## src/cpu_pkg.sv

```systemverilog
`default_nettype none

package cpu_pkg;

	// datapath widths
	localparam int WORD_W     = 16;
	localparam int REG_ADDR_W = 4;
	localparam int IMM_W      = 8;
	localparam int NUM_REGS   = 16; // r0 is a normal register
	localparam int FLAGS_W    = 5;

	// shared memory for code and data
	localparam int RAM_DEPTH  = 256;
	localparam int RAM_ADDR_W = 8;

	typedef logic [WORD_W-1:0]     word_t;     // data, address or instruction
	typedef logic [REG_ADDR_W-1:0] reg_addr_t; // register index
	typedef logic [IMM_W-1:0]      imm_t;      // immediate or branch disp
	typedef logic [3:0]            opcode_t;   // instr[15:12]
	typedef logic [FLAGS_W-1:0]    flags_t;

	// opcodes
	localparam opcode_t OP_ADD   = 4'h0;
	localparam opcode_t OP_ADDI  = 4'h1; // zero-extended imm8
	localparam opcode_t OP_ADDC  = 4'h2; // adds the stored carry
	localparam opcode_t OP_SUB   = 4'h3;
	localparam opcode_t OP_SUBI  = 4'h4;
	localparam opcode_t OP_CMP   = 4'h5; // flags only
	localparam opcode_t OP_AND   = 4'h6;
	localparam opcode_t OP_OR    = 4'h7;
	localparam opcode_t OP_XOR   = 4'h8;
	localparam opcode_t OP_MOV   = 4'h9;
	localparam opcode_t OP_MOVI  = 4'ha;
	localparam opcode_t OP_LOAD  = 4'hb; // rdest <= mem[rsrc]
	localparam opcode_t OP_STORE = 4'hc; // mem[rsrc] <= rdest
	localparam opcode_t OP_BEQ   = 4'hd; // signed disp in imm8
	localparam opcode_t OP_BNE   = 4'he;
	localparam opcode_t OP_HALT  = 4'hf;

	// bit positions in flags_t
	localparam int FLAG_C = 0; // carry out
	localparam int FLAG_L = 1; // unsigned less-than
	localparam int FLAG_F = 2; // signed overflow
	localparam int FLAG_Z = 3; // zero
	localparam int FLAG_N = 4; // negative

	// multicycle control sequence
	typedef enum logic [2:0] {
		S_FETCH,  // pc on ram port a
		S_DECODE, // ir loads q_a
		S_EXEC,   // alu, branch, or address phase of load/store
		S_MEM,    // load writeback, store done
		S_HALT    // parked until reset
	} ctrl_state_t;

endpackage

`default_nettype wire

```

## src/program_counter.sv

```systemverilog
`timescale 1ns/100ps
`default_nettype none

module program_counter (
	input  logic           clk,
	input  logic           reset,
	input  logic           en,          // last cycle of an instruction
	input  logic           branch_take,
	input  cpu_pkg::imm_t  disp,        // signed word offset
	output cpu_pkg::word_t pc
);

	import cpu_pkg::*;

	word_t offset;

	// sign-extend disp only when the branch is taken
	assign offset = branch_take ? {{8{disp[7]}}, disp} : '0;

	always_ff @(posedge clk or negedge reset) begin
		if (!reset) begin
			pc <= '0; // programs start at 0
		end else if (en) begin
			pc <= pc + 16'd1 + offset; // pc + 1 + disp
		end
	end

endmodule

`default_nettype wire

```

## config.mk

```make
export PLATFORM = sky130hd
export DESIGN_NAME = program_counter
export DESIGN_NICKNAME = d
export VERILOG_FILES = /design/src/cpu_pkg.sv /design/src/program_counter.sv
export SDC_FILE = /design/constraint.sdc
export NUM_CORES = 1
export LEC_CHECK = 0
export BUFFER_PORTS_ARGS = -buffer_cell sky130_fd_sc_hd__buf_2
export CORE_ASPECT_RATIO = 1.4
export CORE_MARGIN = 2
export CORE_UTILIZATION = 52
export DETAILED_ROUTE_END_ITERATION = 10
export PLACE_DENSITY = 0.74
export SLEW_MARGIN = 20
export SYNTH_ARGS = -nofsm -noshare
export SYNTH_HDL_FRONTEND = slang
export SYNTH_SLANG_ARGS = --single-unit
```

## constraint.sdc

```tcl
create_clock -name clk -period 2.5 [get_ports clk]
set_input_delay 0.5 -clock clk [delete_from_list [all_inputs] [get_ports clk]]
set_output_delay 0.5 -clock clk [all_outputs]
set_load 0.1 [all_outputs]
```

==> flow_metrics.tcl <==
set metrics [dict create \
    syn_to_final_growth_pct 28.42 \
    synthArstFlopShare_pct 100.0 \
    yosysUniqueCellTypes 37 \
    largest_reg_flops 16 \
    rsz0062_at_grt "yes" \
    ys_ff_latch 16 \
    nNetsFinal 183 \
    crit_type "flop to flop" \
    fp.dieH_um 60.15 \
    clk_latency_ns 0.28 \
    arrival_ns 2.62 \
    grt_util_met3_pct 3.927 \
    critPathLaunchType "flop" \
    postCtsHoldBufs 0 \
    avgViaCountPerCell 5.739 \
    wl_per_cell_um 15.32 \
    drc 0 \
    yosys-top-cells-count "dfrtp_1 (16), mux2i_1 (10), nand2_1 (9)" \
    holdWs_ns 0.1180 \
    antenna_found_initial 0 \
    top_register "pc" \
    drive_above_1_share_pct 39.51 \
    top_usage_layer "met2" \
    yosysTopAreaCell "dfrtp_1" \
    setup_viol 0 \
    syn_area_um2 1171 \
    drt.antenna.violating_nets 0 \
    finalHoldViolCount 0 \
    io_pins 28 \
    grt_use_total_pct 22.72 \
    initial_core_util_pct 54.42 \
    dpl.cell_count 179 \
    required_ns 2.71 \
    synth-edff-count 0 \
    clk_pin_slew_ns 0.10 \
    coreArea_um2 2152 \
    grt_use_met2_pct 44.33 \
    syn_nets 141 \
    path_cells "inv_4 -> ha_4 -> inv_2 -> fa_2 -> a211oi_4 -> nor2_2 -> o41ai_4 -> buf_4 -> mux2i_1 -> xor2_1" \
    ys.flop_type "dfrtp_1" \
    clockRootBuffer "clkbuf_4" \
    synth.most_common_cell "dfrtp_1" \
    synth_area_leaders "dfrtp_1 (34%), mux2i_1 (8.5%), ha_1 (7.5%), xor2_1 (6.0%), and2_1 (3.2%)" \
    row_count 20 \
    worst_slack_ns 0.09174 \
    htreeDepth 1 \
    fin_worst_skew_ns 0.001042 \
    dpl.hpwl_um 2107 \
    status "complete, no violations" \
    maxSlewViolCount 0 \
    ys_seq_area_share_pct 34.19 \
    route.vias.total 1056 \
    diodes 0 \
    grt-ovfl-total 0 \
    worst_pin_slew_ns 0.4859 \
    grt_pass1_vias 1046 \
    numPortBuffers 27 \
    cp-end-kind "flop" \
    path_buf_inv 3 \
    drt-initial-drc-count 30 \
    synth.avg_cell_area_um2 9.679 \
    period_minus_slack_ns 2.408 \
    dp_slack_ns -0.1022 \
    max-cap-violations 0 \
    place.gp.congestion 0.8621 \
    post-route-period-util_pct 96.33 \
    die_width_um 44.11 \
    critPathMaxStageDelay_ns 0.50 \
    clockBufferDepth 2 \
    wl_um 2819 \
    path_delay_family "adder cells" \
    crit_fanout 4 \
    fmax_ghz 0.4152 \
    synth_cells 121 \
    slew_headroom_pct 67.83 \
    hold_path_class "input port to async pin" \
    cp_slowest_cell "dfrtp_4" \
    grt_max_degree 22 \
    dieArea_um2 2653 \
    firstDrtPassIters 6 \
    numClockSinks 16 \
    final_cell_area_um2 1504 \
    synth.top_cell.area_share_pct 34.19 \
    reg_top3 "pc x16" \
    yosysWarnings 0 \
    numCtsBuffers 3 \
    final_cell_count_no_fill 184 \
    grtUsageMet1_pct 23.87 \
    grt_pass1_wl_um 4436 \
    tritoncts "built" \
    place_area_um2 1446 \
]
area by class of cell:
| cell class | count | area, um2 |
|---|---|---|
| Multi-Input combinational cell | 98 | 780.7 |
| Fill cell | 187 | 648.1 |
| Sequential cell | 16 | 409.1 |
| Timing Repair Buffer | 40 | 232.7 |
| Clock buffer | 4 | 36.28 |
| Tap cell | 22 | 27.53 |
| Inverter | 4 | 17.52 |
kinds of logic after synthesis:
kind of cell,count (synthesis),synth area share (%)
and+or+nand+nor,45,21.69
xor gates and xnor gates,11,8.227
buffers and inverters,7,2.243
muxes,13,11.43
DFF,16,34.19
AOI/OAI and AO/OA,21,13.03
adders and majority gates,8,9.188
cell usage in the layout, fill, tap and decap left out, types with 2 or more instances in the layout:
cell and n:
buf_2 27, buf_4 13, dfrtp_1 11, mux2i_1 9, nand2_1 8, xor2_1 8
and2_1 6, nor2_1 6, ha_1 6, o21ai_0 5, a21oi_1 4, nand3_1 4
dfrtp_2 4, xnor2_1 3, mux2_2 3, nand4_1 3, clkbuf_4 3, inv_1 2
nand2b_1 2, o21a_1 2, nor3_1 2, a211oi_1 2, and3_1 2, nand4b_1 2
through the flow:
stage,utilization (%),setup TNS [ns]
floorplan,-,-0.09059
global placement,67.21,-0.02473
detailed placement,67.21,-0.3490
CTS,68.90,0
global route,69.88,-0.0004250
finish,69.88,0
per-layer routing:
layer | vias up | routed length, um
met3 | 2 | 119
met2 | 37 | 1555
met5 | - | 0
met4 | 0 | 17
li1 | 522 | -
met1 | 495 | 1126
path summary, 6_finish.rpt:
check,startpoint,end,slack (ns),depth (start not counted)
worst max-delay path,pc[0],pc[8],0.09,10
worst min-delay path,reset,pc[2],0.12,1
worst max register to register,pc[0],pc[8],0.09,10
worst min register to register,pc[15],pc[15],0.47,1
max in group asynchronous,reset,pc[0],2.08,1
min in group clk,pc[15],pc[15],0.47,1
repair_timing:
item,CTS,global route
setup buffers,0,1
setup endpoints to repair,0,4
hold endpoints to repair,0,0
gates resized for setup,0,3
Power is not shown: default switching activity piles up to over one toggle a cycle in this logic, so the estimate is an artifact.
