### config.mk
export PLATFORM = sky130hd
export DESIGN_NAME = regfile
export DESIGN_NICKNAME = d
export VERILOG_FILES = /design/src/cpu_pkg.sv /design/src/regfile.sv
export SDC_FILE = /design/constraint.sdc
export NUM_CORES = 1
export LEC_CHECK = 0
export BUFFER_PORTS_ARGS = -buffer_cell sky130_fd_sc_hd__buf_2
export CAP_MARGIN = 20
export CELL_PAD_IN_SITES_DETAIL_PLACEMENT = 0
export CELL_PAD_IN_SITES_GLOBAL_PLACEMENT = 1
export CORE_ASPECT_RATIO = 1.1
export CORE_UTILIZATION = 35
export DETAILED_ROUTE_END_ITERATION = 8
export PLACE_DENSITY = 0.62
export RECOVER_POWER = 50
export SLEW_MARGIN = 20
export SYNTH_ARGS = -nofsm -noshare
export SYNTH_HDL_FRONTEND = slang
export SYNTH_SLANG_ARGS = --single-unit
### constraint.sdc
create_clock -name clk -period 7 [get_ports clk]
set_input_delay 1.75 -clock clk [delete_from_list [all_inputs] [get_ports clk]]
set_output_delay 1.75 -clock clk [all_outputs]
set_load 0.01 [all_outputs]
### src/cpu_pkg.sv
`default_nettype none

package cpu_pkg;

	// datapath widths
	localparam int WORD_W     = 16;
	localparam int REG_ADDR_W = 4;
	localparam int IMM_W      = 8;
	localparam int NUM_REGS   = 16; // r0 is a normal register
	localparam int FLAGS_W    = 5;

	// shared memory for code and data
	localparam int RAM_DEPTH  = 256;
	localparam int RAM_ADDR_W = 8;

	typedef logic [WORD_W-1:0]     word_t;     // data, address or instruction
	typedef logic [REG_ADDR_W-1:0] reg_addr_t; // register index
	typedef logic [IMM_W-1:0]      imm_t;      // immediate or branch disp
	typedef logic [3:0]            opcode_t;   // instr[15:12]
	typedef logic [FLAGS_W-1:0]    flags_t;

	// opcodes
	localparam opcode_t OP_ADD   = 4'h0;
	localparam opcode_t OP_ADDI  = 4'h1; // zero-extended imm8
	localparam opcode_t OP_ADDC  = 4'h2; // adds the stored carry
	localparam opcode_t OP_SUB   = 4'h3;
	localparam opcode_t OP_SUBI  = 4'h4;
	localparam opcode_t OP_CMP   = 4'h5; // flags only
	localparam opcode_t OP_AND   = 4'h6;
	localparam opcode_t OP_OR    = 4'h7;
	localparam opcode_t OP_XOR   = 4'h8;
	localparam opcode_t OP_MOV   = 4'h9;
	localparam opcode_t OP_MOVI  = 4'ha;
	localparam opcode_t OP_LOAD  = 4'hb; // rdest <= mem[rsrc]
	localparam opcode_t OP_STORE = 4'hc; // mem[rsrc] <= rdest
	localparam opcode_t OP_BEQ   = 4'hd; // signed disp in imm8
	localparam opcode_t OP_BNE   = 4'he;
	localparam opcode_t OP_HALT  = 4'hf;

	// bit positions in flags_t
	localparam int FLAG_C = 0; // carry out
	localparam int FLAG_L = 1; // unsigned less-than
	localparam int FLAG_F = 2; // signed overflow
	localparam int FLAG_Z = 3; // zero
	localparam int FLAG_N = 4; // negative

	// multicycle control sequence
	typedef enum logic [2:0] {
		S_FETCH,  // pc on ram port a
		S_DECODE, // ir loads q_a
		S_EXEC,   // alu, branch, or address phase of load/store
		S_MEM,    // load writeback, store done
		S_HALT    // parked until reset
	} ctrl_state_t;

endpackage

`default_nettype wire

### src/regfile.sv
`timescale 1ns/100ps
`default_nettype none

module regfile (
	input  logic               clk,
	input  logic               reset,
	input  logic               we,
	input  cpu_pkg::reg_addr_t waddr,
	input  cpu_pkg::word_t     wdata,
	input  cpu_pkg::reg_addr_t raddr_a, // rdest
	input  cpu_pkg::reg_addr_t raddr_b, // rsrc
	output cpu_pkg::word_t     rdata_a,
	output cpu_pkg::word_t     rdata_b
);

	import cpu_pkg::*;

	word_t regs [NUM_REGS];

	always_ff @(posedge clk or negedge reset) begin
		if (!reset) begin
			for (int i = 0; i < NUM_REGS; i++) begin
				regs[i] <= '0;
			end
		end else if (we) begin
			regs[waddr] <= wdata;
		end
	end

	// async reads, new value visible the cycle after the write
	assign rdata_a = regs[raddr_a];
	assign rdata_b = regs[raddr_b];

	a_waddr_known: assert property (@(posedge clk) disable iff (!reset)
		we |-> !$isunknown(waddr))
		else $error("regfile write with unknown address");

endmodule

`default_nettype wire

==> impl_metrics.env <==
export IMPL_status="complete, but fails checks"
export IMPL_violations="capacitance limit, slew limit"
export IMPL_reg2reg_to="regs[36]$_DFFE_PN0P_"
export IMPL_p_per_area_nw_per_um2=308.2
export IMPL_htree_num_levels=1
export IMPL_place_congestion=0.7413
export IMPL_clock_path_buffers=3
export IMPL_drt_iter0_drc=560
export IMPL_start_util=0.3544
export IMPL_synth_cells=849
export IMPL_layout_common_cells="dfrtp_1 (256), mux2_2 (245), mux4_2 (128), a22oi_1 (64), buf_2 (56)"
export IMPL_yosys_area_top_type="dfrtp_1"
export IMPL_tightest_slew_ps=3326
export IMPL_drt_wl_total_um=39240
export IMPL_required_ps=5250
export IMPL_vias=8133
export IMPL_grt_max_degree=127
export IMPL_avgSynthCellArea_um2=15.87
export IMPL_power_leakage_nw=6.376
export IMPL_area_growth_pct=13.91
export IMPL_largest_register_ffs=256
export IMPL_synthesis_area_um2=13470
export IMPL_drt_met1_wl_um=16730
export IMPL_yosysSeqAreaShare=0.4756
export IMPL_cp_slowest_cell="mux4_2"
export IMPL_fin_cells=1411
export IMPL_core_um2=38010
export IMPL_die_area_um2=39280
export IMPL_grt_pass1_vias=8721
export IMPL_die_y_um=207.8
export IMPL_finalSetupViolCount=0
export IMPL_cts_setup_buffers=0
export IMPL_clock_root_buffer="clkbuf_16"
export IMPL_critical_path_class="input port to output pin"
export IMPL_route_met3_wl_um=1478
export IMPL_ys_warn_count=0
export IMPL_cts_tree="yes"
export IMPL_grt_first_pass_wirelength_um=59060
export IMPL_drt_wirelength_per_cell_um=27.81
export IMPL_synth_cell_type_count=24
export IMPL_hold_viol_final=0
export IMPL_cts_resized=0
export IMPL_min_to="regs[157]$_DFFE_PN0P_"
export IMPL_nets=920
export IMPL_layout_drive_gt1_share=0.5934
export IMPL_hold_start="regs[157]$_DFFE_PN0P_"
export IMPL_avgViaCountPerCell=5.764
export IMPL_firstDrtPassIters=4
export IMPL_worst_skew_pair_late_latency_ps=550
export IMPL_hp_class="flop to flop"
export IMPL_cts_hold_repair_buffers=0
export IMPL_reg2reg_from="regs[36]$_DFFE_PN0P_"
export IMPL_reg_top3="regs x256"
export IMPL_end_kind="output pin"
export IMPL_pre_cts_ws_ps=1448
export IMPL_synth_area_leaders="dfrtp_1 (48%), mux4_2 (21%), mux2_2 (20%)"
export IMPL_critical_path_cell_chain="buf_4, buf_12, mux4_2, a22oi_1, nand2_1, buf_2"
export IMPL_timing_max_slew_rel_slack=-1.218
export IMPL_route_detailed_drc=0
export IMPL_cp_max_fo=38
export IMPL_synth_top_area_share=0.4756
export IMPL_synth_seq_cells=256
export IMPL_postRouteAntennaNets=0
export IMPL_startpoint_type="input port"
export IMPL_regMostFlops="regs"
export IMPL_drv_cap=5
export IMPL_grt_ovfl_total=0
export IMPL_numCtsBuffers=28
export IMPL_die_x_um=189.1
export IMPL_r2r_setup_slack_ps=6200
export IMPL_slew_viol_final=179
export IMPL_fmax_mhz=182.6
export IMPL_timing_setup_tns_ps=0
export IMPL_finalWorstSetupSlack_ps=1524
export IMPL_reg2regPathDepth=1
export IMPL_wl_met2_um=20010
export IMPL_fp_row_count=75
export IMPL_hpwl_um=21660
export IMPL_mostFrequentLayoutCell="dfrtp_1"
export IMPL_whs_path_depth=1
export IMPL_top_layer_used="met5"
export IMPL_fin_skew_ps=0
export IMPL_ir_drop_mv=0.1591
export IMPL_clk_pin_slew_ps=60
export IMPL_grtUsageTotal=0.2052
export IMPL_portBuffers=62
export IMPL_worst_ep_arrival_time_ps=3730
export IMPL_antenna_found_initial=6
export IMPL_cts_sink_count=256
export IMPL_synth_nets=880
export IMPL_rsz0062_at_grt="no"
export IMPL_min_period_ps=5476
export IMPL_place_inst=1358
export IMPL_finalCritPeriodShare=0.7822
export IMPL_ios=63
export IMPL_critPathMaxStageDelay_ps=540
[worst max-delay path: cells and delay by family]
kind | cells | cell delay (ps)
buffers and inverters | 3 | 1020
multiplexers | 1 | 540
AO/OA/AOI/OAI | 1 | 250
AND/OR/NAND/NOR | 1 | 130
[where the power goes]
| part | switching (mW) | internal (mW) |
|---|---|---|
| Combinational | 0.391 | 0.649 |
| Clock | 0.618 | 1.00 |
| Sequential | 0.241 | 1.83 |
| Total | 1.25 | 3.48 |
[routing by layer]
layer | global-route usage | up-vias
met2 | 0.3469 | 179
met5 | 0 | -
met1 | 0.2729 | 4488
li1 | - | 3407
met4 | 0.06424 | 4
met3 | 0.02773 | 55
[Yosys cell counts]
master    instances
buf_4             6
clkbuf_1         38
nand3_1           2
and2_1            2
nand2b_4          2
nand3b_1          2
nor2b_1           4
or3_1             2
mux2_2          245
nor2_1            4
nor3_2            6
mux4_2          128
dfrtp_1         256
a22oi_1          64
buf_6             6
nor4_4            1
buf_8             1
nor2_2            4
buf_2            23
mux2_4           11
buf_1             6
nand2b_1          1
nand2_1          34
or4_4             1
[layout make-up]
| class | count | area, um^2 |
|---|---|---|
| Fill cell | 3468 | 22660 |
| Clock buffer | 41 | 870.8 |
| Antenna cell | 1 | 2.502 |
| Tap cell | 500 | 625.6 |
| Clock inverter | 10 | 150.1 |
| Multi-Input combinational cell | 513 | 6739 |
| Sequential cell | 256 | 6406 |
| Timing Repair Buffer | 90 | 549.3 |
[how the worst max path moves through the flow]
stage | start | endpoint | slack, ps | depth (start not counted)
after floorplan | raddr_a[0] | rdata_a[10] | 2180 | 5
after global placement | raddr_b[0] | rdata_b[6] | 1470 | 6
after detailed placement | raddr_b[0] | rdata_b[14] | 1450 | 6
after CTS | raddr_b[0] | rdata_b[14] | 1450 | 6
after global routing | reset | regs[84]$_DFFE_PN0P_ | 780 | 2
final | raddr_b[0] | rdata_b[6] | 1520 | 6
[through the flow]
step / util / power (mW) / hold WS, ps / cell area, um^2
floorplan: - / 2.814 / 492.2 / 13470
global placement: 0.3771 / 3.104 / 500.9 / 14330
detailed placement: 0.3774 / 3.141 / 510.6 / 14340
CTS: 0.4042 / 4.778 / 525.7 / 15360
global route: 0.4037 / 4.962 / 540.3 / 15340
finish: 0.4037 / 4.729 / 522.8 / 15340
[cell families (layout without fill, tap and decap cells)]
| kind of cell | Yosys count | in the layout | share of synthesized area |
|---|---|---|---|
| other cells | 0 | 1 | 0 |
| buf+inv | 80 | 141 | 0.03028 |
| mux | 384 | 384 | 0.4311 |
| simple gates | 65 | 65 | 0.02740 |
| compound gates | 64 | 64 | 0.03567 |
| flops | 256 | 256 | 0.4756 |
No activity file was read; power rests on OpenSTA's default activity.
