==> src/cpu_pkg.sv <==
`default_nettype none

package cpu_pkg;

	// datapath widths
	localparam int WORD_W     = 16;
	localparam int REG_ADDR_W = 4;
	localparam int IMM_W      = 8;
	localparam int NUM_REGS   = 16; // r0 is a normal register
	localparam int FLAGS_W    = 5;

	// shared memory for code and data
	localparam int RAM_DEPTH  = 256;
	localparam int RAM_ADDR_W = 8;

	typedef logic [WORD_W-1:0]     word_t;     // data, address or instruction
	typedef logic [REG_ADDR_W-1:0] reg_addr_t; // register index
	typedef logic [IMM_W-1:0]      imm_t;      // immediate or branch disp
	typedef logic [3:0]            opcode_t;   // instr[15:12]
	typedef logic [FLAGS_W-1:0]    flags_t;

	// opcodes
	localparam opcode_t OP_ADD   = 4'h0;
	localparam opcode_t OP_ADDI  = 4'h1; // zero-extended imm8
	localparam opcode_t OP_ADDC  = 4'h2; // adds the stored carry
	localparam opcode_t OP_SUB   = 4'h3;
	localparam opcode_t OP_SUBI  = 4'h4;
	localparam opcode_t OP_CMP   = 4'h5; // flags only
	localparam opcode_t OP_AND   = 4'h6;
	localparam opcode_t OP_OR    = 4'h7;
	localparam opcode_t OP_XOR   = 4'h8;
	localparam opcode_t OP_MOV   = 4'h9;
	localparam opcode_t OP_MOVI  = 4'ha;
	localparam opcode_t OP_LOAD  = 4'hb; // rdest <= mem[rsrc]
	localparam opcode_t OP_STORE = 4'hc; // mem[rsrc] <= rdest
	localparam opcode_t OP_BEQ   = 4'hd; // signed disp in imm8
	localparam opcode_t OP_BNE   = 4'he;
	localparam opcode_t OP_HALT  = 4'hf;

	// bit positions in flags_t
	localparam int FLAG_C = 0; // carry out
	localparam int FLAG_L = 1; // unsigned less-than
	localparam int FLAG_F = 2; // signed overflow
	localparam int FLAG_Z = 3; // zero
	localparam int FLAG_N = 4; // negative

	// multicycle control sequence
	typedef enum logic [2:0] {
		S_FETCH,  // pc on ram port a
		S_DECODE, // ir loads q_a
		S_EXEC,   // alu, branch, or address phase of load/store
		S_MEM,    // load writeback, store done
		S_HALT    // parked until reset
	} ctrl_state_t;

endpackage

`default_nettype wire

==> src/control_decoder.sv <==
`timescale 1ns/100ps
`default_nettype none

module control_decoder (
	input  logic               clk,
	input  logic               reset,
	input  cpu_pkg::word_t     instr,        // ram q_a
	input  cpu_pkg::flags_t    flags_next,   // from alu
	output logic               pc_en,
	output logic               branch_take,
	output logic               mem_sel_data, // 1: rsrc value on port a, 0: pc
	output logic               mem_we,
	output logic               imm_sel,      // alu b from imm8
	output logic               wb_sel,       // 1: write back q_a
	output logic               reg_we,
	output cpu_pkg::opcode_t   op,
	output cpu_pkg::reg_addr_t rdest,
	output cpu_pkg::reg_addr_t rsrc,
	output cpu_pkg::imm_t      imm8,
	output logic               carry,        // stored C for ADDC
	output logic               halted
);

	import cpu_pkg::*;

	ctrl_state_t state;
	ctrl_state_t state_next;
	word_t       ir;        // current instruction
	flags_t      flags_q;   // flag register
	logic        set_flags; // arith ops and CMP only

	// instruction fields
	assign op    = ir[15:12];
	assign rdest = ir[11:8];
	assign rsrc  = ir[3:0];
	assign imm8  = ir[7:0];

	assign imm_sel = (op == OP_ADDI) || (op == OP_SUBI) || (op == OP_MOVI);
	assign carry   = flags_q[FLAG_C];
	assign halted  = (state == S_HALT);

	always_ff @(posedge clk or negedge reset) begin
		if (!reset) begin
			state <= S_FETCH;
		end else begin
			state <= state_next;
		end
	end

	always_ff @(posedge clk or negedge reset) begin
		if (!reset) begin
			ir <= '0;
		end else if (state == S_DECODE) begin
			ir <= instr; // q_a holds mem[pc] here
		end
	end

	always_ff @(posedge clk or negedge reset) begin
		if (!reset) begin
			flags_q <= '0;
		end else if (set_flags) begin
			flags_q <= flags_next;
		end
	end

	always_comb begin
		state_next   = state;
		pc_en        = 1'b0;
		branch_take  = 1'b0;
		mem_sel_data = 1'b0;
		mem_we       = 1'b0;
		wb_sel       = 1'b0;
		reg_we       = 1'b0;
		set_flags    = 1'b0;
		case (state)
			S_FETCH:  state_next = S_DECODE; // port a reads pc
			S_DECODE: state_next = S_EXEC;
			S_EXEC: begin
				state_next = S_FETCH; // 3-cycle ops by default
				case (op)
					OP_ADD, OP_ADDI, OP_ADDC, OP_SUB, OP_SUBI: begin
						reg_we    = 1'b1;
						set_flags = 1'b1;
						pc_en     = 1'b1;
					end
					OP_CMP: begin
						set_flags = 1'b1; // no writeback
						pc_en     = 1'b1;
					end
					OP_AND, OP_OR, OP_XOR, OP_MOV, OP_MOVI: begin
						reg_we = 1'b1;
						pc_en  = 1'b1;
					end
					OP_LOAD: begin
						mem_sel_data = 1'b1; // q_a valid in S_MEM
						state_next   = S_MEM;
					end
					OP_STORE: begin
						mem_sel_data = 1'b1;
						mem_we       = 1'b1; // write on this edge
						state_next   = S_MEM;
					end
					OP_BEQ: begin
						pc_en       = 1'b1;
						branch_take = flags_q[FLAG_Z];
					end
					OP_BNE: begin
						pc_en       = 1'b1;
						branch_take = ~flags_q[FLAG_Z];
					end
					OP_HALT: state_next = S_HALT; // pc stays on the halt
					default: state_next = S_HALT; // unknown opcode parks the core
				endcase
			end
			S_MEM: begin
				pc_en      = 1'b1;
				state_next = S_FETCH;
				if (op == OP_LOAD) begin
					reg_we = 1'b1;
					wb_sel = 1'b1; // rdest <= q_a
				end
			end
			S_HALT:  state_next = S_HALT;
			default: state_next = S_FETCH;
		endcase
	end

	a_one_writer: assert property (@(posedge clk) disable iff (!reset)
		!(reg_we && mem_we))
		else $error("register and memory write in the same cycle");

	a_halt_sticks: assert property (@(posedge clk) disable iff (!reset)
		(state == S_HALT) |=> (state == S_HALT))
		else $error("FSM left S_HALT without reset");

endmodule

`default_nettype wire

==> config.mk <==
export PLATFORM = sky130hd
export DESIGN_NAME = control_decoder
export DESIGN_NICKNAME = d
export VERILOG_FILES = /design/src/cpu_pkg.sv /design/src/control_decoder.sv
export SDC_FILE = /design/constraint.sdc
export NUM_CORES = 1
export LEC_CHECK = 0
export BUFFER_PORTS_ARGS = -buffer_cell sky130_fd_sc_hd__buf_4
export CAP_MARGIN = 10
export CORE_MARGIN = 5
export CORE_UTILIZATION = 46
export CTS_BUF_LIST = sky130_fd_sc_hd__clkbuf_8
export DETAILED_ROUTE_END_ITERATION = 16
export GPL_ROUTABILITY_DRIVEN = 0
export PLACE_DENSITY_LB_ADDON = 0.3
export RECOVER_POWER = 50
export SYNTH_ARGS = -nofsm -noshare
export SYNTH_HDL_FRONTEND = slang
export SYNTH_SLANG_ARGS = --single-unit
==> constraint.sdc <==
create_clock -name clk -period 1.85 [get_ports clk]
set_clock_uncertainty 0.2 [all_clocks]
set_input_delay 0.185 -clock clk [delete_from_list [all_inputs] [get_ports clk]]
set_output_delay 0.185 -clock clk [all_outputs]
set_load 0.01 [all_outputs]
==> reports/results.tsv <==
metric	value	unit
final.period_utilization	0.994	
die_h	56.5	µm
placed_area	0.00134	mm²
grt_overflow	0	
wl_met3	173	µm
syn_inst	79	
final_max_slew_viol_count	0	
setup_viol	0	
grt_usage	0.173	
antenna_cells	0	
dr.pass1.iters	4	
synthAdderAreaFrac	0	
yosys.area_share.simple	0.130	
peakVddDrop	1.03	mV
antenna_found_initial	0	
synth-xor-area-share	0.00882	
ys_seq_elements	21	
core.rowCount	16	
coreArea	0.00200	mm²
yosys_warnings	0	
synth.cell_area	993	µm²
antenna_left	0	
fin_crit	1.84	ns
cts_tree	yes	
synth-compound-area-share	0.0756	
die_w	56.5	µm
power_density	1640	mW/mm²
n_fill_cell	139	
areaGrowthSynthToFinish	60.5	%
io_buffer_count	48	
nets	172	
io_pins	52	
multi_input_area	440	µm²
grt_pass1_vias	915	
final-hold-violation-count	0	
clkTransAtPathRegs	0.07	ns
critPathKind	register to primary output	
final_cell_area	0.00159	mm²
max_cap_viol_count	0	
total_power	2620	µW
grt_pass1_wl	4300	µm
synth.distinct_cells	27	
cts_buffer_depth	2	
crit_path_start_kind	register	
critPathCaptureType	primary output	
via_count	869	
ys_top_cells_by_area	dfrtp_1 (53%), mux2_2 (20%), buf_4 (3.0%)	
totalWireLength	2790	µm
yosysTopAreaCell	dfrtp_1	
tightestPinTransition	0.281	ns
drc	0	
synth_nets	102	
hold_class	primary input to asynchronous set/reset pin	
max_slew_margin	0.813	
cts_root_buf	clkbuf_8	
wl_met2	1580	µm
cts.sinks	21	
tns	0	ns
numCtsBuffers	3	
status	complete, no violations	
p_leak	0.000704	µW
crit_fanout	9	
htreeDepth	1	
dr.first_iter.drc_count	8	
clk_latency	0.26	ns
topRoutingLayerUsed	met4	
vias_per_cell	4.97	
synthMuxAreaShare	0.204	
max_freq	0.544	GHz
synth_top_family_by_area	multiplexers	
synth.avg_cell_area	12.6	µm²
fin_util	0.796	
wl_per_cell	15.9	µm
met1_length	1010	µm
crit_arrival	1.45	ns
yosysTopAreaCellShare	0.529	
regArea	533	µm²
crit_required	1.46	ns
die_area	0.00319	mm²
initial_utilization	0.496	
grt_max_degree	22	
drive_gt1_frac	0.500	
yosysSeqAreaShare	0.529	
place_hpwl	1780	µm
## flip-flops by register name (all words and copies together) (netlist names)
register and cells:
flags_q 2, state 3, ir 16
## power by group
group,internal (µW),switching (µW),leakage (µW),total [µW]
logic,750,612,0.000437,1360
clock network,150,141,0.0000255,291
registers,703,260,0.000241,963
## cell type report
cell class	count	area share
repair buffers	73	0.339
clock buffers	3	0.0259
well taps	27	0.0212
flip-flops and latches	21	0.334
multi-input cells	50	0.276
clock inverters	1	0.00314
## worst paths after layout
path,start,to,slack (ns),cells past startpoint
worst min register to register,ir[7]$_DFFE_PN0P_,ir[7]$_DFFE_PN0P_,0.31,1
worst max register to register,state[2]$_DFF_PN0_,ir[6]$_DFFE_PN0P_,0.25,3
max in group asynchronous,reset,ir[12]$_DFFE_PN0P_,1.06,2
worst max-delay path,ir[14]$_DFFE_PN0P_,reg_we,0.01,4
min in group clk,ir[7]$_DFFE_PN0P_,ir[7]$_DFFE_PN0P_,0.31,1
worst min-delay path,reset,ir[7]$_DFFE_PN0P_,0.16,2
## metal layers
| layer | vias to the layer above | GRT usage |
|---|---|---|
| met5 | - | 0 |
| met4 | 0 | 0.0407 |
| met2 | 30 | 0.323 |
| li1 | 413 | - |
| met3 | 4 | 0.0573 |
| met1 | 422 | 0.183 |
## worst max-delay path, cell delays in order (launching register included)
cell      delay [ns]
dfrtp_2         0.48
nand2b_1        0.21
nor3_2          0.25
a21o_1          0.14
buf_4           0.12
## repair_timing
item	in CTS	in global routing
setup buffers	0	5
hold buffers	19	0
hold endpoints to repair	39	0
gates resized for setup	5	8
setup endpoints to repair	3	6
pin swaps	0	2
## layout by cell type (no fill, tap or decap), types with 2 or more instances in the layout
cell,Yosys,layout
nor2_1,4,4
dlygate4sd3_1,0,19
clkbuf_1,3,14
nand2_1,3,3
dfrtp_2,0,6
mux2_2,18,18
clkbuf_8,0,3
dfrtp_1,21,15
nand2b_1,2,2
o21bai_1,2,2
buf_4,4,39
nor3b_4,1,2
## cell families after synthesis
family	Yosys count
buf+inv	8
flops	21
simple gates	20
mux	18
compound gates	11
xor+xnor	1
## stage by stage
step	std cells	hold WS [ns]	setup WS [ns]
2_1_floorplan	79	-0.311	0.163
3_3_place_gp	147	-0.122	0.284
5_1_grt	175	0.187	-0.0653
6_report	175	0.157	0.0105
4_1_cts	170	0.147	0.00287
3_5_place_dp	147	-0.121	0.222
## cell usage after synthesis (all sizes together)
| cell type | count |
|---|---|
| a21boi | 1 |
| a21o | 1 |
| a21oi | 1 |
| a22oi | 1 |
| and2 | 1 |
| and3b | 1 |
| buf | 5 |
| clkbuf | 3 |
| dfrtp | 21 |
| mux2 | 18 |
| nand2 | 3 |
| nand2b | 2 |
| nand3 | 1 |
| nand3b | 1 |
| nor2 | 4 |
| nor2b | 1 |
| nor3 | 2 |
| nor3b | 4 |
| o21a | 1 |
| o21ai | 2 |
| o21bai | 2 |
| o22ai | 1 |
| o32ai | 1 |
| xnor2 | 1 |
(Power assumes the default switching activity.)
