## src/cpu_pkg.sv

```systemverilog
`default_nettype none

package cpu_pkg;

	// datapath widths
	localparam int WORD_W     = 16;
	localparam int REG_ADDR_W = 4;
	localparam int IMM_W      = 8;
	localparam int NUM_REGS   = 16; // r0 is a normal register
	localparam int FLAGS_W    = 5;

	// shared memory for code and data
	localparam int RAM_DEPTH  = 256;
	localparam int RAM_ADDR_W = 8;

	typedef logic [WORD_W-1:0]     word_t;     // data, address or instruction
	typedef logic [REG_ADDR_W-1:0] reg_addr_t; // register index
	typedef logic [IMM_W-1:0]      imm_t;      // immediate or branch disp
	typedef logic [3:0]            opcode_t;   // instr[15:12]
	typedef logic [FLAGS_W-1:0]    flags_t;

	// opcodes
	localparam opcode_t OP_ADD   = 4'h0;
	localparam opcode_t OP_ADDI  = 4'h1; // zero-extended imm8
	localparam opcode_t OP_ADDC  = 4'h2; // adds the stored carry
	localparam opcode_t OP_SUB   = 4'h3;
	localparam opcode_t OP_SUBI  = 4'h4;
	localparam opcode_t OP_CMP   = 4'h5; // flags only
	localparam opcode_t OP_AND   = 4'h6;
	localparam opcode_t OP_OR    = 4'h7;
	localparam opcode_t OP_XOR   = 4'h8;
	localparam opcode_t OP_MOV   = 4'h9;
	localparam opcode_t OP_MOVI  = 4'ha;
	localparam opcode_t OP_LOAD  = 4'hb; // rdest <= mem[rsrc]
	localparam opcode_t OP_STORE = 4'hc; // mem[rsrc] <= rdest
	localparam opcode_t OP_BEQ   = 4'hd; // signed disp in imm8
	localparam opcode_t OP_BNE   = 4'he;
	localparam opcode_t OP_HALT  = 4'hf;

	// bit positions in flags_t
	localparam int FLAG_C = 0; // carry out
	localparam int FLAG_L = 1; // unsigned less-than
	localparam int FLAG_F = 2; // signed overflow
	localparam int FLAG_Z = 3; // zero
	localparam int FLAG_N = 4; // negative

	// multicycle control sequence
	typedef enum logic [2:0] {
		S_FETCH,  // pc on ram port a
		S_DECODE, // ir loads q_a
		S_EXEC,   // alu, branch, or address phase of load/store
		S_MEM,    // load writeback, store done
		S_HALT    // parked until reset
	} ctrl_state_t;

endpackage

`default_nettype wire

```

## src/alu.sv

```systemverilog
`timescale 1ns/100ps
`default_nettype none

module alu (
	input  cpu_pkg::word_t   a,          // rdest value
	input  cpu_pkg::word_t   b,          // rsrc value or imm8
	input  cpu_pkg::opcode_t op,
	input  logic             cin,        // stored carry, used by ADDC
	output cpu_pkg::word_t   result,
	output cpu_pkg::flags_t  flags_next
);

	import cpu_pkg::*;

	logic        is_sub;   // SUB, SUBI and CMP share the subtract path
	logic        carry_in;
	word_t       b_eff;    // b or ~b into the adder
	logic [16:0] sum;      // carry in bit 16

	always_comb begin
		is_sub = (op == OP_SUB) || (op == OP_SUBI) || (op == OP_CMP);
		b_eff = is_sub ? ~b : b;
		if (is_sub) begin
			carry_in = 1'b1; // a + ~b + 1
		end else if (op == OP_ADDC) begin
			carry_in = cin;
		end else begin
			carry_in = 1'b0;
		end
		sum = {1'b0, a} + {1'b0, b_eff} + {16'd0, carry_in};
	end

	always_comb begin
		case (op)
			OP_ADD, OP_ADDI, OP_ADDC: result = sum[15:0];
			OP_SUB, OP_SUBI, OP_CMP:  result = sum[15:0]; // CMP result is not written
			OP_AND:                   result = a & b;
			OP_OR:                    result = a | b;
			OP_XOR:                   result = a ^ b;
			OP_MOV, OP_MOVI:          result = b;
			default:                  result = b; // load, store, branch, halt
		endcase
	end

	// all flags from the adder so CMP and SUB always agree
	always_comb begin
		flags_next         = '0;
		flags_next[FLAG_C] = sum[16];
		flags_next[FLAG_L] = is_sub & ~sum[16]; // borrow means a < b unsigned
		flags_next[FLAG_F] = (a[15] == b_eff[15]) & (sum[15] != a[15]);
		flags_next[FLAG_Z] = (sum[15:0] == '0);
		flags_next[FLAG_N] = sum[15];
	end

endmodule

`default_nettype wire

```

## config.mk

```make
export PLATFORM = sky130hd
export DESIGN_NAME = alu
export DESIGN_NICKNAME = d
export VERILOG_FILES = /design/src/cpu_pkg.sv /design/src/alu.sv
export SDC_FILE = /design/constraint.sdc
export NUM_CORES = 1
export LEC_CHECK = 0
export BUFFER_PORTS_ARGS = -buffer_cell sky130_fd_sc_hd__buf_4
export CAP_MARGIN = 20
export CORE_ASPECT_RATIO = 1.5
export CORE_MARGIN = 2
export CORE_UTILIZATION = 47
export DETAILED_ROUTE_END_ITERATION = 7
export MAX_ROUTING_LAYER = met4
export PLACE_DENSITY = 0.82
export RECOVER_POWER = 100
export SLEW_MARGIN = 20
export SYNTH_ARGS = -nofsm -noshare
export SYNTH_HDL_FRONTEND = slang
export SYNTH_SLANG_ARGS = --single-unit
export TNS_END_PERCENT = 50
```

## constraint.sdc

```tcl
create_clock -name vclk -period 4.6
set_clock_uncertainty 0.1 [all_clocks]
set_input_delay 0.23 -clock vclk [all_inputs]
set_output_delay 0.23 -clock vclk [all_outputs]
set_load 0.05 [all_outputs]
```

==> results of run 1 <==
[final cells by class]
type                            count  share of cell area [%]
Tap cell                           46                    2.31
Timing Repair Buffer               62                    16.0
Multi-Input combinational cell    236                    76.1
Inverter                           37                    5.58
[metal layers]
layer	vias up	wire length, um	global-route usage, %
met3	13	164	0.152
met4	0	136	5.29
met1	1083	2130	25.8
met2	54	2820	41.4
li1	1128	-	-
met5	-	0	-
[power breakdown]
group | internal (W) | total, W | switching (W)
Clock | 0 | 0 | 0
Combinational | 0.000168 | 0.000458 | 0.000290
Sequential | 0 | 0 | 0
Total | 0.000168 | 0.000458 | 0.000290
[logic make-up (layout without fill, tap and decap cells)]
group	count (synthesis)	after routing	share of synthesized area (%)
buf+inv	46	99	8.40
fa+ha+maj	49	49	30.6
compound gates	102	102	33.4
mux	2	2	0.974
simple gates	58	58	16.0
xor+xnor	25	25	10.7
[cell usage in the layout, fill, tap and decap left out, types with 3 or more instances in the layout]
cell	count
a21o_1	4
xor2_1	3
nand3_1	7
xnor2_1	22
nor3_1	4
nand2b_1	3
a31oi_1	6
a21oi_1	31
and2_1	3
a2bb2oi_1	4
a221oi_1	8
a22oi_1	9
buf_4	44
ha_1	47
a211oi_1	5
inv_1	37
nor2_1	16
nand2_1	4
o211ai_1	3
o21ai_0	16
clkbuf_1	18
o21a_1	3
nor2b_1	6
[per-stage QoR]
stage | utilization, % | worst slack [ns] | instance area [um^2] | cells | total power, W
CTS | 60.7 | 0.330 | 2560 | 381 | 0.000480
finish | 59.1 | 0.319 | 2490 | 381 | 0.000458
detailed placement | 60.7 | 0.345 | 2560 | 381 | 0.000477
global route | 59.1 | 0.125 | 2490 | 381 | 0.000502
floorplan | - | 0.0777 | 2070 | 282 | 0.000349
global placement | 60.7 | 0.384 | 2560 | 381 | 0.000472
[worst paths after layout]
path / startpoint / endpoint / slack [ns] / cells after the start
min: b[4] / result[4] / 0.83 / 4
max: op[2] / flags_next[3] / 0.32 / 14
==> flow_metrics.tcl, run 1 <==
set metrics [dict create \
    grt_use_total_pct 22.2 \
    n_clock_buffer 0 \
    post_cts_buffers 0 \
    crit_arrival_ns 3.95 \
    ys_top_cells_by_count "ha_1, inv_1, a21oi_1" \
    die_w_um 58.0 \
    fin_crit_ns 4.28 \
    row_count 29 \
    worst_setup_path_start_kind "input port" \
    synth.area.top_cells "ha_1, xnor2_1, a21oi_1" \
    viasPerCell 5.98 \
    portBuffers 58 \
    layout.nets 423 \
    max-slew-margin-rel_pct 36.0 \
    dr.pass1.iters 4 \
    syn_inst 282 \
    ctsResizeCount 0 \
    hold_class "in -> out" \
    route.detailed.drc 0 \
    ant_nets 0 \
    irDropWorstVdd_v 0.000139 \
    setup_tns_ns 0 \
    wire_per_inst_um 13.8 \
    grt_pass1_wl_um 9050 \
    path_class "in -> out" \
    crit_slowest_cell "or4_1" \
    start_util_pct 48.8 \
    grt_max_degree 17 \
    fp.dieArea_mm2 0.00493 \
    hold_ws_ns 0.832 \
    rsz0062_at_grt "false" \
    drive_gt1_share_pct 16.4 \
    critical-path-top-delay-family "simple AND/OR/NAND/NOR gates" \
    maxSlewViolCount 0 \
    grt_pass1_vias 2157 \
    leakage_nw 1.20 \
    routabilityCongestion 0.966 \
    synth.avg_cell_area_um2 7.29 \
    worst_pin_slew_ns 0.959 \
    hpwl_um 4260 \
    period_share_pct 93.1 \
    cpPeakStageDelay_ns 0.47 \
    syn-num-nets 368 \
    dr_total_vias 2278 \
    crit_buf_inv 2 \
    synth.distinct_cells 47 \
    yosysTopAreaCell "ha_1" \
    end_kind "output pin" \
    multiInputGateArea_mm2 0.00189 \
    gr-total-overflow 0 \
    core-area_mm2 0.00421 \
    antennaDiodeCount 0 \
    area.growth.synth_to_final_pct 21.1 \
    nFillCells 416 \
    synth_top_area_share_pct 28.6 \
    seqCellArea_um2 0 \
    design.seq.count 0 \
    outcome "complete, no violations" \
    cts_hold_buffers 0 \
    drt-total-wl_um 5260 \
    setup_violations 0 \
    drt_iter0_drc 50 \
    critPathMaxFanout 5 \
    yosysMostFrequentCell "ha_1" \
    timing_hold_violations_final 0 \
    fp.dieH_um 85.0 \
    antenna_found_initial 0 \
    maxCapViolations 0 \
    max_freq_ghz 0.234 \
    powerDensity_mw_per_mm2 184 \
    io_pins 58 \
    yosysSeqAreaShare_pct 0 \
    synthesis.area_mm2 0.00205 \
    worstPathRequired_ns 4.27 \
    cp_cell_sequence "buf_4 > nor2b_1 > nand2_1 > a21oi_2 > xnor2_1 > fa_1 > fa_1 > xor2_1 > or3_2 > nor4_1 > or4b_1 > or4_1 > nor4b_4 > buf_4" \
    ys_warn_count 0 \
]
Note: power is estimated with default switching activity, not from simulation.
==> run 2, diff against run 1 <==
--- a/config.mk
+++ b/config.mk
@@ -9,10 +9,10 @@
 export CAP_MARGIN = 20
 export CORE_ASPECT_RATIO = 1.5
 export CORE_MARGIN = 2
-export CORE_UTILIZATION = 47
+export CORE_UTILIZATION = 25
 export DETAILED_ROUTE_END_ITERATION = 7
 export MAX_ROUTING_LAYER = met4
-export PLACE_DENSITY = 0.82
+export PLACE_DENSITY = 0.53
 export RECOVER_POWER = 100
 export SLEW_MARGIN = 20
 export SYNTH_ARGS = -nofsm -noshare
==> flow_metrics.tcl, run 2 (synthesis results as in run 1) <==
set metrics [dict create \
    maxSlewViolCount 0 \
    portBuffers 58 \
    design.seq.count 0 \
    hpwl_um 5280 \
    critPathMaxFanout 5 \
    layout_common_cells "ha_1, buf_4, inv_1" \
    worst_pin_slew_ns 0.708 \
    fin_crit_ns 4.32 \
    gr-total-overflow 0 \
    hold_class "in -> out" \
    crit_arrival_ns 3.99 \
    area.growth.synth_to_final_pct 25.0 \
    wire_per_inst_um 14.4 \
    dr_total_vias 2209 \
    fin_cells 440 \
    finalPower_w 0.000468 \
    cts_hold_buffers 0 \
    n_clock_buffer 0 \
    grt_pass1_wl_um 10700 \
    drive_gt1_share_pct 16.7 \
    max-slew-margin-rel_pct 52.6 \
    period_share_pct 94.0 \
    seq_power_share_pct 0 \
    routabilityCongestion 0.882 \
    fp.dieArea_mm2 0.00897 \
    fp.dieH_um 115 \
    p_sw_w 0.000300 \
    drt_iter0_drc 68 \
    dp.cells 440 \
    end_kind "output pin" \
    endpoint "flags_next[3]" \
    setup_tns_ns 0 \
    outcome "complete, no violations" \
    maxCapViolations 0 \
    grt_max_degree 25 \
    antenna_found_initial 0 \
    cp_cell_sequence "buf_4 > nor2b_1 > nand2_1 > a21oi_2 > xnor2_1 > fa_1 > fa_1 > xor2_1 > or3_2 > nor4_1 > or4b_1 > or4_1 > nor4b_4 > clkbuf_4" \
    start_util_pct 25.7 \
    clockPowerShare_pct 0 \
    drt-total-wl_um 6320 \
    ant_nets 0 \
    worst_slack_ns 0.278 \
    setup_violations 0 \
    final_common_cell "ha_1" \
    path_class "in -> out" \
    ctsResizeCount 0 \
    nFillCells 920 \
    timing_hold_violations_final 0 \
    rsz0062_at_grt "false" \
    io_pins 58 \
    powerDensity_mw_per_mm2 182 \
    cpPeakStageDelay_ns 0.46 \
    max_freq_ghz 0.231 \
    post_cts_buffers 0 \
    irDropWorstVdd_v 0.0000634 \
    antennaDiodeCount 0 \
    worstPathRequired_ns 4.27 \
    route.detailed.drc 0 \
    grt_pass1_vias 2346 \
    leakage_nw 1.20 \
    switching_share_pct 64.0 \
    worst_setup_path_start_kind "input port" \
    power_frac_comb_pct 100.0 \
    crit_slowest_cell "or4b_1" \
    seqCellArea_um2 0 \
    p_int_w 0.000168 \
    core-area_mm2 0.00801 \
    grt_use_total_pct 14.7 \
    critPathMostFrequentCell "fa_1" \
    layout.nets 423 \
    viasPerCell 5.02 \
    pre_cts_ws_ns 0.296 \
    startpoint "op[2]" \
    final_util_pct 32.1 \
    die_w_um 78.0 \
    dr.pass1.iters 4 \
    row_count 40 \
]
-- run 2: changes by cell type in the layout (fill, tap and decap cells not counted), sizes merged --
cell and change:
clkbuf +1, buf -1
-- run 2: worst min path at each step --
stage	startpoint	endpoint	slack [ns]	cells after the start
after floorplan	b[0]	result[0]	0.64	2
after global placement	b[2]	result[2]	0.79	4
after detailed placement	b[2]	result[2]	0.80	4
after CTS	b[2]	result[2]	0.80	4
after global routing	b[3]	result[3]	0.87	4
final	b[3]	result[3]	0.85	4
-- run 2: through the flow --
step	hold slack (ns)	area [um^2]
CTS	0.797	2640
global placement	0.794	2630
global route	0.870	2570
detailed placement	0.799	2640
floorplan	0.636	2070
finish	0.850	2570
-- run 2: layout make-up --
class              count  area, um^2  share of cell area [%]
repair buffers        62         398                    15.5
multi-input cells    236        1900                    74.0
well taps            105         131                    5.12
inverters             37         139                    5.41
-- run 2: routing by layer --
layer / track usage (%) / vias to the layer above / share of wire (%)
met1: 16.6 / 1024 / 42
met5: - / - / 0
met4: 1.40 / 0 / 1.1
met3: 0.706 / 7 / 2.8
met2: 29.2 / 46 / 54
li1: - / 1132 / -
-- run 2: worst max-delay path: cells and delay by family --
family | cells | cell delay (ns)
fa+ha+maj | 2 | 0.87
simple gates | 7 | 2.03
compound gates | 1 | 0.17
xor+xnor | 2 | 0.30
buf+inv | 2 | 0.39
-- run 2: power groups by stage --
stage | sequential (W) | combinational (W) | clock [W]
floorplan | 0 | 0.000349 | 0
global placement | 0 | 0.000487 | 0
finish | 0 | 0.000468 | 0
CTS | 0 | 0.000494 | 0
detailed placement | 0 | 0.000491 | 0
global route | 0 | 0.000517 | 0
==> run 3, diff against run 2 <==
--- a/config.mk
+++ b/config.mk
@@ -8,7 +8,6 @@
 export BUFFER_PORTS_ARGS = -buffer_cell sky130_fd_sc_hd__buf_4
 export CAP_MARGIN = 20
 export CORE_ASPECT_RATIO = 1.5
-export CORE_MARGIN = 2
 export CORE_UTILIZATION = 25
 export DETAILED_ROUTE_END_ITERATION = 7
 export MAX_ROUTING_LAYER = met4
==> constraint.sdc (replaced) <==
create_clock -name vclk -period 4.6
set_clock_uncertainty 0.1 [all_clocks]
set_input_delay 0.23 -clock vclk [all_inputs]
set_output_delay 0.23 -clock vclk [all_outputs]
set_load 0.1 [all_outputs]
==> flow_metrics.tcl, run 3 (synthesis results as in run 1) <==
set metrics [dict create \
    outcome "complete, no violations" \
    irDropWorstVdd_v 0.000107 \
    worst_pin_slew_ns 1.17 \
    n_clock_buffer 0 \
    layout_common_cells "ha_1, buf_4, inv_1" \
    fin_area_mm2 0.00261 \
    portBuffers 58 \
    critPathMaxFanout 5 \
    dr.pass1.iters 4 \
    gr-total-overflow 0 \
    post_cts_buffers 0 \
    ctsResizeCount 0 \
    drt-total-wl_um 6140 \
    wire_per_inst_um 13.9 \
    switching_share_pct 70.0 \
    max_freq_ghz 0.229 \
    max-slew-margin-rel_pct 22.3 \
    met3_usage_pct 0.242 \
    period_share_pct 94.7 \
    place_area_mm2 0.00267 \
    powerDensity_mw_per_mm2 221 \
    antennaDiodeCount 0 \
    worstPathRequired_ns 4.27 \
    pre_cts_ws_ns 0.276 \
    maxSlewViolCount 0 \
    seqCellArea_um2 0 \
    die_w_um 76.0 \
    hold_class "in -> out" \
    clockPowerShare_pct 0 \
    hpwl_um 5130 \
    row_count 40 \
    timing_hold_violations_final 0 \
    viasPerCell 4.92 \
    design.seq.count 0 \
    finalPower_w 0.000577 \
    layout.nets 424 \
    fp.dieArea_mm2 0.00859 \
    route.detailed.drc 0 \
    path_class "in -> out" \
    final_common_cell "ha_1" \
    drive_gt1_share_pct 20.5 \
    setup_tns_ns 0 \
    drt_iter0_drc 41 \
    grt_pass1_vias 2245 \
    seq_power_share_pct 0 \
    fp.dieH_um 113 \
    nFillCells 911 \
    end_kind "output pin" \
    crit_arrival_ns 4.03 \
    ant_nets 0 \
    area.growth.synth_to_final_pct 27.0 \
    grt_use_total_pct 14.6 \
    p_sw_w 0.000404 \
    use_met2_pct 30.8 \
    maxCapViolations 0 \
    p_int_w 0.000173 \
    rsz0062_at_grt "false" \
    leakage_nw 1.24 \
    io_pins 58 \
    setup_violations 0 \
    grt_max_degree 17 \
    worst_setup_path_start_kind "input port" \
    fin_crit_ns 4.36 \
    dr_total_vias 2171 \
    gr-usage-met1_pct 15.8 \
    core-area_mm2 0.00801 \
    worst_slack_ns 0.242 \
    routabilityCongestion 0.836 \
    power_frac_comb_pct 100.0 \
    cts_hold_buffers 0 \
    start_util_pct 25.7 \
    grt_pass1_wl_um 10200 \
    antenna_found_initial 0 \
    grt-busiest-layer "met2" \
]
==> run 3: critical path, stage by stage <==
cell	delay [ns]
buf_4	0.13
nor2b_1	0.14
nand2_1	0.11
a21oi_4	0.18
xnor2_2	0.09
fa_1	0.43
fa_2	0.38
xor2_1	0.19
or3_2	0.42
nor4_1	0.20
or4b_1	0.45
or4_1	0.47
nor4b_4	0.23
clkbuf_4	0.37
==> run 3: final cells by class <==
type                       count  area (um^2)  share of cell area, %
multi-input combinational    236         1930                   73.8
inverter                      37          139                   5.32
timing repair buffer          63          413                   15.8
tap                          105          131                   5.03
==> run 3: power groups by stage <==
stage / Clock, W / Sequential, W / Combinational (W)
after floorplan: 0 / 0 / 0.000458
after global placement: 0 / 0 / 0.000596
after detailed placement: 0 / 0 / 0.000597
after CTS: 0 / 0 / 0.000600
after global routing: 0 / 0 / 0.000622
final: 0 / 0 / 0.000577
==> run 3: path summary, 6_finish.rpt <==
kind	startpoint	end	slack [ns]	cells past startpoint
worst min-delay path	b[5]	result[5]	0.89	4
worst max-delay path	op[2]	flags_next[3]	0.24	14
==> run 3: layer usage <==
metal / share of wire (%) / wire length, um / vias up
li1: - / - / 1132
met1: 41 / 2550 / 1004
met2: 57 / 3470 / 35
met3: 1.9 / 118 / 0
met4: 0 / 0 / 0
met5: 0 / 0 / -
==> run 3: through the flow <==
step	instances	hold slack, ns	utilization (%)
after detailed placement	441	0.841	33.3
after CTS	441	0.841	33.3
after floorplan	282	0.666	-
after global routing	441	0.923	32.6
after global placement	441	0.842	33.3
final	441	0.889	32.6
